--- config.mk ---
export PLATFORM = sky130hd
export DESIGN_NAME = comb_filter
export DESIGN_NICKNAME = d
export VERILOG_FILES = /design/src/hw/comb_pkg.sv /design/src/hw/comb_filter.sv /design/src/hw/comb_output_stage.sv /design/src/hw/delay_line.sv /design/src/hw/sample_fifo.sv /design/src/hw/tap_scaler.sv
export VERILOG_INCLUDE_DIRS = /design/src /design/src/hw
export SDC_FILE = /design/constraint.sdc
export NUM_CORES = 1
export LEC_CHECK = 0
export BUFFER_PORTS_ARGS = -buffer_cell sky130_fd_sc_hd__buf_4
export CAP_MARGIN = 0
export CORE_UTILIZATION = 40
export DETAILED_ROUTE_END_ITERATION = 7
export GPL_ROUTABILITY_DRIVEN = 0
export SLEW_MARGIN = 20
export SYNTH_ARGS = -nofsm -noshare
export SYNTH_HDL_FRONTEND = slang
export SYNTH_HIERARCHICAL = 1
export SYNTH_SLANG_ARGS = --single-unit
--- constraint.sdc ---
create_clock -name CLK -period 8 [get_ports CLK]
set_input_delay 0.4 -clock CLK [delete_from_list [all_inputs] [get_ports CLK]]
set_output_delay 0.4 -clock CLK [all_outputs]
set_load 0.05 [all_outputs]
--- src/hw/comb_defines.svh ---
`ifndef COMB_DEFINES_SVH
`define COMB_DEFINES_SVH

// sample width of the filter input and output.
`define SAMPLE_W 16

// signed coefficient width and its fraction bits.
`define COEF_W 12
`define COEF_FRAC 10

// distance in samples between the direct sample and the delayed tap.
`define COMB_DELAY 8

`endif

--- src/hw/comb_pkg.sv ---
`include "comb_defines.svh"

package comb_pkg;

  // ------------------------------------------------------------
  // sample and coefficient words
  // ------------------------------------------------------------
  typedef logic signed [`SAMPLE_W-1:0] sample_t;
  typedef logic signed [`COEF_W-1:0] coef_t;

  // ------------------------------------------------------------
  // pipeline words
  // ------------------------------------------------------------

  // the tap keeps two bits of headroom over a sample so the adder can
  // still see an overflow before it clips.
  typedef struct packed {
    sample_t direct;
    logic signed [`SAMPLE_W+1:0] tap;
  } tap_pair_t;

  // sat is set when the sum did not fit and was clipped.
  typedef struct packed {
    sample_t sample;
    logic sat;
  } comb_out_t;

endpackage

--- src/hw/comb_filter.sv ---
`timescale 1ns/1ps

`include "comb_defines.svh"

module comb_filter
  import comb_pkg::*;
(
  input  logic      CLK,
  input  logic      RESETN,
  input  sample_t   din,
  input  coef_t     coef,
  output logic      ready,
  output comb_out_t dout,
  output logic      dout_valid
);

  sample_t delayed;
  logic delayed_valid;
  tap_pair_t pair;
  logic pair_valid;

  // ------------------------------------------------------------
  // delayed tap
  // ------------------------------------------------------------
  delay_line #(
    .DELAY_CLK(`COMB_DELAY)
  ) i_delay_line (
    .CLK(CLK),
    .RESETN(RESETN),
    .din(din),
    .delayed(delayed),
    .ready(ready),
    .delayed_valid(delayed_valid)
  );

  // ------------------------------------------------------------
  // scale and sum
  // ------------------------------------------------------------
  tap_scaler i_tap_scaler (
    .CLK(CLK),
    .RESETN(RESETN),
    .din(din),
    .delayed(delayed),
    .delayed_valid(delayed_valid),
    .coef(coef),
    .pair(pair),
    .pair_valid(pair_valid)
  );

  comb_output_stage i_comb_output_stage (
    .CLK(CLK),
    .RESETN(RESETN),
    .pair(pair),
    .pair_valid(pair_valid),
    .dout(dout),
    .dout_valid(dout_valid)
  );

endmodule

--- src/hw/comb_output_stage.sv ---
`timescale 1ns/1ps

`include "comb_defines.svh"

module comb_output_stage
  import comb_pkg::*;
(
  input  logic      CLK,
  input  logic      RESETN,
  input  tap_pair_t pair,
  input  logic      pair_valid,
  output comb_out_t dout,
  output logic      dout_valid
);

  localparam int SUM_W = `SAMPLE_W + 3;
  localparam logic signed [SUM_W-1:0] SUM_MAX = SUM_W'((2 ** (`SAMPLE_W - 1)) - 1);
  localparam logic signed [SUM_W-1:0] SUM_MIN = -SUM_MAX - 1;

  logic signed [SUM_W-1:0] sum;
  comb_out_t clipped;
  logic seen_valid;

  // both fields are signed, so they sign-extend to the sum width.
  assign sum = pair.direct + pair.tap;

  always_comb begin
    if (sum > SUM_MAX) begin
      clipped.sample = sample_t'(SUM_MAX);
      clipped.sat = 1'b1;
    end else if (sum < SUM_MIN) begin
      clipped.sample = sample_t'(SUM_MIN);
      clipped.sat = 1'b1;
    end else begin
      clipped.sample = sample_t'(sum);
      clipped.sat = 1'b0;
    end
  end

  always_ff @(posedge CLK) begin
    if (!RESETN) begin
      dout <= '0;
      dout_valid <= 1'b0;
      seen_valid <= 1'b0;
    end else begin
      if (pair_valid) begin
        dout <= clipped;
      end
      dout_valid <= pair_valid;
      seen_valid <= seen_valid || dout_valid;
    end
  end

  a_quiet_until_valid: assert property (
    @(posedge CLK) disable iff (!RESETN)
    (!seen_valid && !dout_valid) |-> (dout == '0)
  ) else $error("dout changed before the first valid output");

endmodule

--- src/hw/delay_line.sv ---
`timescale 1ns/1ps

module delay_line
  import comb_pkg::*;
#(
  parameter int DELAY_CLK = 8
) (
  input  logic    CLK,
  input  logic    RESETN,
  input  sample_t din,
  output sample_t delayed,
  output logic    ready,
  output logic    delayed_valid
);

  generate
    if (DELAY_CLK <= 1) begin : g_pass

      // a single register already gives one sample of delay.
      always_ff @(posedge CLK) begin
        if (!RESETN) begin
          delayed <= '0;
          delayed_valid <= 1'b0;
          ready <= 1'b0;
        end else begin
          delayed <= din;
          delayed_valid <= ready;
          ready <= 1'b1;
        end
      end

    end else begin : g_fifo

      // the FIFO output register adds the last sample of delay, so reads
      // start one sample before DELAY_CLK samples have gone in.
      localparam int READ_START = DELAY_CLK - 1;
      localparam int CNT_W = $clog2(DELAY_CLK);

      logic full;
      logic not_empty;
      logic write_en;
      logic read_en;
      logic [CNT_W-1:0] delay_cnt;

      assign ready = write_en;

      sample_fifo #(
        .WIDTH($bits(sample_t)),
        .DEPTH(DELAY_CLK)
      ) i_sample_fifo (
        .CLK(CLK),
        .RESETN(RESETN),
        .din(din),
        .we(write_en),
        .re(read_en),
        .dout(delayed),
        .not_empty(not_empty),
        .full(full)
      );

      // ----------------------------------------------------------
      // fill counter that saturates once reading may begin
      // ----------------------------------------------------------
      always_ff @(posedge CLK) begin
        if (!RESETN) begin
          delay_cnt <= '0;
          read_en <= 1'b0;
        end else begin
          if (delay_cnt == CNT_W'(READ_START)) begin
            delay_cnt <= delay_cnt;
            read_en <= 1'b1;
          end else begin
            delay_cnt <= delay_cnt + 1'b1;
            read_en <= 1'b0;
          end
        end
      end

      always_ff @(posedge CLK) begin
        if (!RESETN) begin
          write_en <= 1'b0;
        end else begin
          write_en <= !full;
        end
      end

      // the read data register updates on the same edge as this flag.
      always_ff @(posedge CLK) begin
        if (!RESETN) begin
          delayed_valid <= 1'b0;
        end else begin
          delayed_valid <= read_en && not_empty;
        end
      end

      a_valid_after_fill: assert property (
        @(posedge CLK) disable iff (!RESETN)
        $rose(delayed_valid) |-> (delay_cnt == CNT_W'(READ_START))
      ) else $error("delayed_valid rose before the delay was reached");

    end
  endgenerate

endmodule

--- src/hw/sample_fifo.sv ---
`timescale 1ns/1ps

module sample_fifo
  import comb_pkg::*;
#(
  parameter int WIDTH = 16,
  parameter int DEPTH = 8
) (
  input  logic             CLK,
  input  logic             RESETN,
  input  logic [WIDTH-1:0] din,
  input  logic             we,
  input  logic             re,
  output logic [WIDTH-1:0] dout,
  output logic             not_empty,
  output logic             full
);

  localparam int ADDR_W = (DEPTH > 1) ? $clog2(DEPTH) : 1;
  localparam int CNT_W = $clog2(DEPTH + 1);

  logic [WIDTH-1:0] mem [DEPTH];
  logic [ADDR_W-1:0] wr_ptr;
  logic [ADDR_W-1:0] rd_ptr;
  logic [CNT_W-1:0] count;

  // pointers wrap at DEPTH, which need not be a power of two.
  function automatic logic [ADDR_W-1:0] next_ptr(input logic [ADDR_W-1:0] ptr);
    logic [ADDR_W-1:0] nxt;
    if (ptr == ADDR_W'(DEPTH - 1)) begin
      nxt = '0;
    end else begin
      nxt = ptr + 1'b1;
    end
    return nxt;
  endfunction

  assign full = (count == CNT_W'(DEPTH));
  assign not_empty = (count != '0);

  // ------------------------------------------------------------
  // storage
  // ------------------------------------------------------------
  always_ff @(posedge CLK) begin
    if (we) begin
      mem[wr_ptr] <= din;
    end
  end

  // ------------------------------------------------------------
  // pointers, occupancy and read data
  // ------------------------------------------------------------
  always_ff @(posedge CLK) begin
    if (!RESETN) begin
      wr_ptr <= '0;
      rd_ptr <= '0;
      count <= '0;
      dout <= '0;
    end else begin
      if (we) begin
        wr_ptr <= next_ptr(wr_ptr);
      end
      if (re) begin
        rd_ptr <= next_ptr(rd_ptr);
        dout <= mem[rd_ptr];
      end
      case ({we, re})
        2'b10: count <= count + 1'b1;
        2'b01: count <= count - 1'b1;
        default: count <= count;
      endcase
    end
  end

  // a write into a full buffer is only safe when a read frees the slot
  // on the same edge.
  a_no_overflow: assert property (
    @(posedge CLK) disable iff (!RESETN) (we && full) |-> re
  ) else $error("sample_fifo write while full");

  a_no_underflow: assert property (
    @(posedge CLK) disable iff (!RESETN) re |-> not_empty
  ) else $error("sample_fifo read while empty");

endmodule

--- src/hw/tap_scaler.sv ---
`timescale 1ns/1ps

`include "comb_defines.svh"

module tap_scaler
  import comb_pkg::*;
(
  input  logic      CLK,
  input  logic      RESETN,
  input  sample_t   din,
  input  sample_t   delayed,
  input  logic      delayed_valid,
  input  coef_t     coef,
  output tap_pair_t pair,
  output logic      pair_valid
);

  localparam int PROD_W = `SAMPLE_W + `COEF_W;
  localparam int TAP_W = `SAMPLE_W + 2;

  logic signed [PROD_W-1:0] prod_q;
  logic signed [PROD_W-1:0] prod_shifted;
  sample_t direct_q;
  logic valid_q;

  // ------------------------------------------------------------
  // stage one registers the full-precision product
  // ------------------------------------------------------------
  always_ff @(posedge CLK) begin
    if (!RESETN) begin
      prod_q <= '0;
      direct_q <= '0;
      valid_q <= 1'b0;
    end else begin
      prod_q <= delayed * coef;
      direct_q <= din;
      valid_q <= delayed_valid;
    end
  end

  // dropping the low fraction bits truncates toward minus infinity.
  assign prod_shifted = prod_q >>> `COEF_FRAC;

  // ------------------------------------------------------------
  // stage two scales back to sample units
  // ------------------------------------------------------------
  always_ff @(posedge CLK) begin
    if (!RESETN) begin
      pair <= '0;
      pair_valid <= 1'b0;
    end else begin
      pair.direct <= direct_q;
      pair.tap <= TAP_W'(prod_shifted);
      pair_valid <= valid_q;
    end
  end

endmodule

; After elaboration in Yosys (flattened, before gate mapping)
; Memory sizes are Yosys's and may differ from the RTL's. A register that Yosys moved wholly into a read port is not among the register bits.
; Index checks and enable logic that the tools add are counted.
; Widths: inputs -> output; s select.
[word_totals]
reg_bits = 114
latch_bits = 0
ram_bits = 128
romBits = 0
in_bits = 30
out_inout_bits = 19
mem_count = 1
[classes]
add_sub_neg = 6
mul = 1
n_div = 0
order_cmp = 2
n_eq_ne = 6
shift = 0
muxes = 8
n_bitwise = 0
n_reduce_logical = 5
[mem_list]
columns = name, depth, word_bits, read_ports, rd_ports_with_merged_regs, write_ports, line
row1 = i_delay_line.g_fifo.i_sample_fifo.mem, 8, 16, 1, 1, 1, sample_fifo.sv:22  ; logic [WIDTH-1:0] mem [DEPTH];
[ops]
columns = operator, count
row1 = $mux 17, 2
row2 = $mul 16x12->28, 1
row3 = $add 16x18->19, 1
row4 = $gt 19x16->1 const B, 1
row5 = $lt 19x16->1 const B, 1
row6 = $add 3x1->3 const B, 3
row7 = $eq 3x3->1 const B, 3
row8 = $pmux 4 s2, 1
row9 = $mux 3, 2
row10 = $add 4x1->4 const B, 1
row11 = $eq 4x4->1 const B, 1
row12 = $reduce_bool 4->1, 1
row13 = $sub 4x1->4 const B, 1
row14 = $mux 1, 3
row15 = $eq 2x1->1 const B, 1
row16 = $eq 2x2->1 const B, 1
row17 = $logic_not 1->1, 2
row18 = $reduce_bool 2->1, 1
row19 = $logic_and 1x1->1, 1

; Longest topological paths before layout
[logic_depth]
depth_word = 4
ltp_mapped = 19
ltp_nobuf = 18

; Modules after synthesis
; Netlist, hierarchy kept.
[modules_own_cells]
columns = mod, instances, cells_each, area_each_um2
row1 = tap_scaler, 1, 931, 8693.3
row2 = sample_fifo, 1, 313, 5871.9
row3 = comb_output_stage, 1, 213, 1685.4
row4 = delay_line, 1, 18, 224.0

; Worst setup path before layout
; OpenSTA, ideal clock, no wires.
[synth_timing]
path_type = input to register
start = input coef[0]
end = register i_tap_scaler.prod_q[27]
setup_ns = 0.072
arrival_ns = 4.862
setup_slack_ns = 3.066
cell_stages = 16
path_cell_list = clkbuf_1 -> nand2_1 -> fa_1 -> inv_1 -> ha_1 -> fa_1 -> fa_1 -> inv_1 -> fa_1 -> inv_1 -> ha_1 -> nand3_1 -> or2_2 -> a211o_1 -> a21oi_1 -> mux2i_1
[synth_via]
elab_chain_cells = 1
[synth_rtl]
columns = item, line
row1 = "start, declared", comb_filter.sv:11  ; input coef_t coef,
row2 = $mul 16x12->28, tap_scaler.sv:35  ; prod_q <= delayed * coef;
row3 = "end signal, assigned", tap_scaler.sv:35
row4 = "end, declared", tap_scaler.sv:21  ; logic signed [PROD_W-1:0] prod_q;
; No other way between the ends.
; A chain may end at the register's enable or synchronous reset.

; Worst setup path after layout
[layout_timing]
start = register i_delay_line.g_fifo.i_sample_fifo.dout[15] (read register of i_delay_line.g_fifo.i_sample_fifo.mem)
end = register i_tap_scaler.prod_q[21]
[layout_via]
elab_chain_cells = 1
[layout_rtl]
columns = item, line
row1 = "start, declared", sample_fifo.sv:14  ; output logic [WIDTH-1:0] dout,
row2 = $mul 16x12->28, tap_scaler.sv:35
; No other way between the ends.

==> run_results.csv <==
group,metric,value,unit
synthesis,synth_top_flop_cell,"edfxtp_1",
sta,finalMaxSlewViolations,0,
critical_path,worstSetupStartpoint,"i_delay_line/g_fifo.i_sample_fifo/dout[15]$_SDFFE_PN0P_",
synthesis,post_synth_instance_area,16470,um^2
clock_network,cts_made_buffers,27,
floorplanning,core.rowCount,73,
drt,antenna_nets_post_route,0,
global_routing,first_pass_grt_wire_length,59540,um
drt,drtIter0Drc,624,
sta,timing.clock.skew,0.01852,ns
placed_design,detailedPlacementHpwl,26670,um
drt,first_pass_iters,5,
floorplanning,die_h,204.9,um
global_routing,grt_start_max_net_pins,114,
synthesis,ys_seq_elements,248,
run,maxCapViolCount,0,
pwr,power_per_cell_area,157.2,nW/um^2
synthesis,synth_fp_nets,1766,
critical_path,crit_arrival,6.03,ns
pwr,max_ir_drop_vdd,0.1448,mV
sta,final_period_minus_worst_setup_slack,5.623,ns
global_routing,antenna_found_initial,0,
synthesis,yosys.area.top_type_share,23.33,%
clock_network,postCtsSetupRepairBufs,0,
final_layout,post_route_cells_drive_above_1_share,11.07,%
floorplanning,die_outline_area,42000,um^2
global_routing,grt_pass1_vias,11100,
synthesis,ys_warn_count,6,
clock_network,cts_tree,"done",
floorplanning,floorplan.initialDensity,40.99,%
sta,finalSetupViolCount,0,
final_layout,layout.nets,1796,
drt,route.detailed.wl_per_inst,17.90,um
clock_network,cts_hold_repair.buffers,0,
sta,hold_viol,0,
global_routing,track_usage,18.37,%
synthesis,post_synth.cell_area_avg,11.17,um^2
synthesis,synth_edf_count,128,
clock_network,ctsHtreeMaxLevel,1,
critical_path,path_class,"flop to flop",
status,outcome,"finished, final reports clean",
pwr,power_leakage,0.007718,uW
clock_network,worstSkewPairLatency,0.54,ns
drt,via_per_inst,5.096,
final_layout,layout-area-overhead-vs-synth,10.44,%
critical_path,critical_path.startpoint_type,"flop",
critical_path,endpoint_kind,"flop",
critical_path,crit_path_max_fanout,13,
floorplanning,dieWidth,204.9,um
clock_network,clkSlewWorstSetupHoldPaths,0.06,ns
final_layout,multi_input_comb_area,9171,um^2
synthesis,synth-async-reset-ratio,0,%
pwr,combinationalPowerShare,8.5,%
final_layout,final_util,45.27,%
clock_network,clock_sinks,248,
pwr,power_switching_share,23.53,%
synthesis,synth.cells.most_frequent,"inv_1, fa_1, nand2_1",
final_layout,insertedDiodeCount,0,
hold_path,timing.hold.worst.class,"primary input to flop",
critical_path,critical_path.max_stage_delay,0.58,ns
drt,vias,10450,
pwr,finalPower,2859,uW
sta,max_slew_margin,28.71,%
pwr,power.clock.fraction,42.8,%
synthesis,synth_most_common_cell,"inv_1",
critical_path,timing.rr.start,"i_delay_line/g_fifo.i_sample_fifo/dout[15]$_SDFFE_PN0P_",
placed_design,numPortBuffers,48,
sta,timing.final.crit_share,70.29,%
floorplanning,io_pins,49,
synthesis,yosysSeqAreaShare,37.91,%
clock_network,ctsRootBufferMaster,"clkbuf_16",
synthesis,yosysTopAreaCell,"edfxtp_1",
final_layout,fill_cells,3736,
clock_network,postCtsResizedCells,0,
final_layout,area.sequential,6247,um^2
pwr,power.net_switching,672.9,uW
hold_path,hold_path_startpoint,"din[7]",
clock_network,cts-root-to-sink-buffers,3,
synthesis,netlist_top_cells_area,"edfxtp_1, fa_1, dfxtp_1",
sta,worst-slew-pin-transition,1.066,ns
pwr,power_report.internal_total,2187,uW
critical_path,timing.critical_path.cells,"nand2_1, fa_1, inv_1, ha_1, fa_1, fa_1, inv_1, fa_1, inv_1, ha_1, nand3_1, or2_2, a211oi_1, nor3_1, nor3_1",
critical_path,cp_common_cell,"fa_1",
critical_path,timing.critical_path.required,8.40,ns
synthesis,number_of_distinct_library_cells_after_synthesis,73,
floorplanning,core,40190,um^2
critical_path,crit_slowest_cell,"dfxtp_1",
critical_path,worstPathBufferInverterCount,3,
drt,drt_drc_violations_left,0,
sta,setup_tns,0,ns
sta,unrepaired_setup_endpoints_after_global_routing,"no",
pwr,power.share.sequential,48.7,%
drt,routed_wire_length,36720,um
synthesis,synth_cells,1475,
global_routing,overflow,0,
sta,timing.fmax,177.8,MHz
critical_path,crit_family,"adder cells",
[worst paths after layout]
| kind | depth (start not counted) | to | slack [ns] |
|---|---|---|---|
| hold reg to reg | 1 | i_tap_scaler/pair[1]$_SDFF_PN0_ | 0.43 |
| setup / recovery | 15 | i_tap_scaler/prod_q[21]$_SDFF_PN0_ | 2.38 |
| hold / removal | 1 | i_delay_line/g_fifo.i_sample_fifo/mem[7][7]$_DFFE_PP_ | 0.09 |
| setup reg to reg | 15 | i_tap_scaler/prod_q[21]$_SDFF_PN0_ | 2.38 |
[registers in the layout (all words and copies together) (netlist names)]
| signal | cells |
|---|---|
| i_delay_line/g_fifo.delay_cnt | 3 |
| i_tap_scaler/valid_q | 1 |
| i_delay_line/g_fifo.i_sample_fifo/wr_ptr | 3 |
| i_delay_line/delayed_valid | 1 |
| i_delay_line/g_fifo.i_sample_fifo/count | 4 |
| i_delay_line/g_fifo.i_sample_fifo/rd_ptr | 3 |
| i_comb_output_stage/dout | 17 |
| i_delay_line/g_fifo.i_sample_fifo/dout | 16 |
| i_tap_scaler/pair | 34 |
| i_tap_scaler/direct_q | 16 |
| i_comb_output_stage/dout_valid | 1 |
| i_delay_line/g_fifo.read_en | 1 |
| i_delay_line/g_fifo.i_sample_fifo/mem | 128 |
| i_tap_scaler/prod_q | 18 |
| i_delay_line/ready | 1 |
| i_tap_scaler/pair_valid | 1 |
[per-layer routing]
layer  vias to the layer above  wire length (um)  track usage [%]  part of all wire (%)
li1                       4917                 -                -                     -
met1                      5241             16490            24.58                    45
met2                       222             17120            30.07                    47
met3                        71              1501            2.275                   4.1
met4                         0              1610            7.751                   4.4
met5                         -                 0                0                     0
[worst reg2reg max path, cell delays in order, from the launching register on]
cell and delay, ns:
dfxtp_1 0.58, nand2_1 0.22, fa_1 0.58, inv_1 0.06
ha_1 0.58, fa_1 0.53, fa_1 0.54, inv_1 0.05
fa_1 0.47, inv_1 0.04, ha_1 0.37, nand3_1 0.19
or2_2 0.36, a211oi_1 0.47, nor3_1 0.11, nor3_1 0.34
[cell families after synthesis]
kind of cell | Yosys count | share of synthesized area (%)
AND/OR/NAND/NOR | 443 | 13.66
AO/OA/AOI/OAI | 181 | 7.268
buffers and inverters | 268 | 6.516
XOR/XNOR | 28 | 1.489
adder cells (fa/ha/maj) | 261 | 27.89
multiplexers | 46 | 5.271
flip-flops | 248 | 37.91
[power by group through the flow]
stage | sequential (uW) | combinational (uW) | clock (uW)
6_report | 1390 | 244 | 1220
5_1_grt | 1390 | 275 | 1300
4_1_cts | 1390 | 245 | 1250
3_5_place_dp | 1420 | 244 | 0
3_3_place_gp | 1420 | 241 | 0
2_1_floorplan | 1410 | 168 | 0
[metrics by stage]
stage | setup WS [ns] | instances | hold slack (ns) | area, um^2
floorplan | 3.067 | 1475 | 0.4119 | 16470
global placement | 2.552 | 2001 | 0.4159 | 17310
detailed placement | 2.479 | 2001 | 0.4209 | 17310
CTS | 2.454 | 2051 | 0.07274 | 18190
global route | 2.043 | 2051 | 0.08134 | 18190
finish | 2.377 | 2051 | 0.09423 | 18190
[layout by cell type, fill, tap and decap left out, types with 6 or more instances in the layout]
cell type / count
o21a_1: 7
nor2_1: 63
inv_1: 207
mux4_2: 30
clkbuf_16: 27
and2_1: 115
dfxtp_1: 119
clkinv_2: 6
o21ai_0: 49
nand2_1: 164
buf_4: 59
nand2b_1: 22
nand4_1: 6
nor3_1: 13
mux2i_1: 14
fa_1: 177
ha_1: 84
nand3b_1: 6
o211ai_1: 6
edfxtp_1: 128
a21oi_1: 37
nand3_1: 11
a31oi_1: 6
a21oi_2: 11
xnor2_1: 20
a21o_1: 7
nor2b_1: 12
xor2_1: 8
o22ai_1: 17
[layout make-up]
cell class	instances	share of cell area, %
inverters	210	4.333
clock inverters	17	0.8734
flip-flops and latches	248	34.34
clock buffers	33	4.002
well taps	525	3.610
multi-input cells	959	50.41
repair buffers	59	2.434
Note: power is estimated with default switching activity, not from simulation.
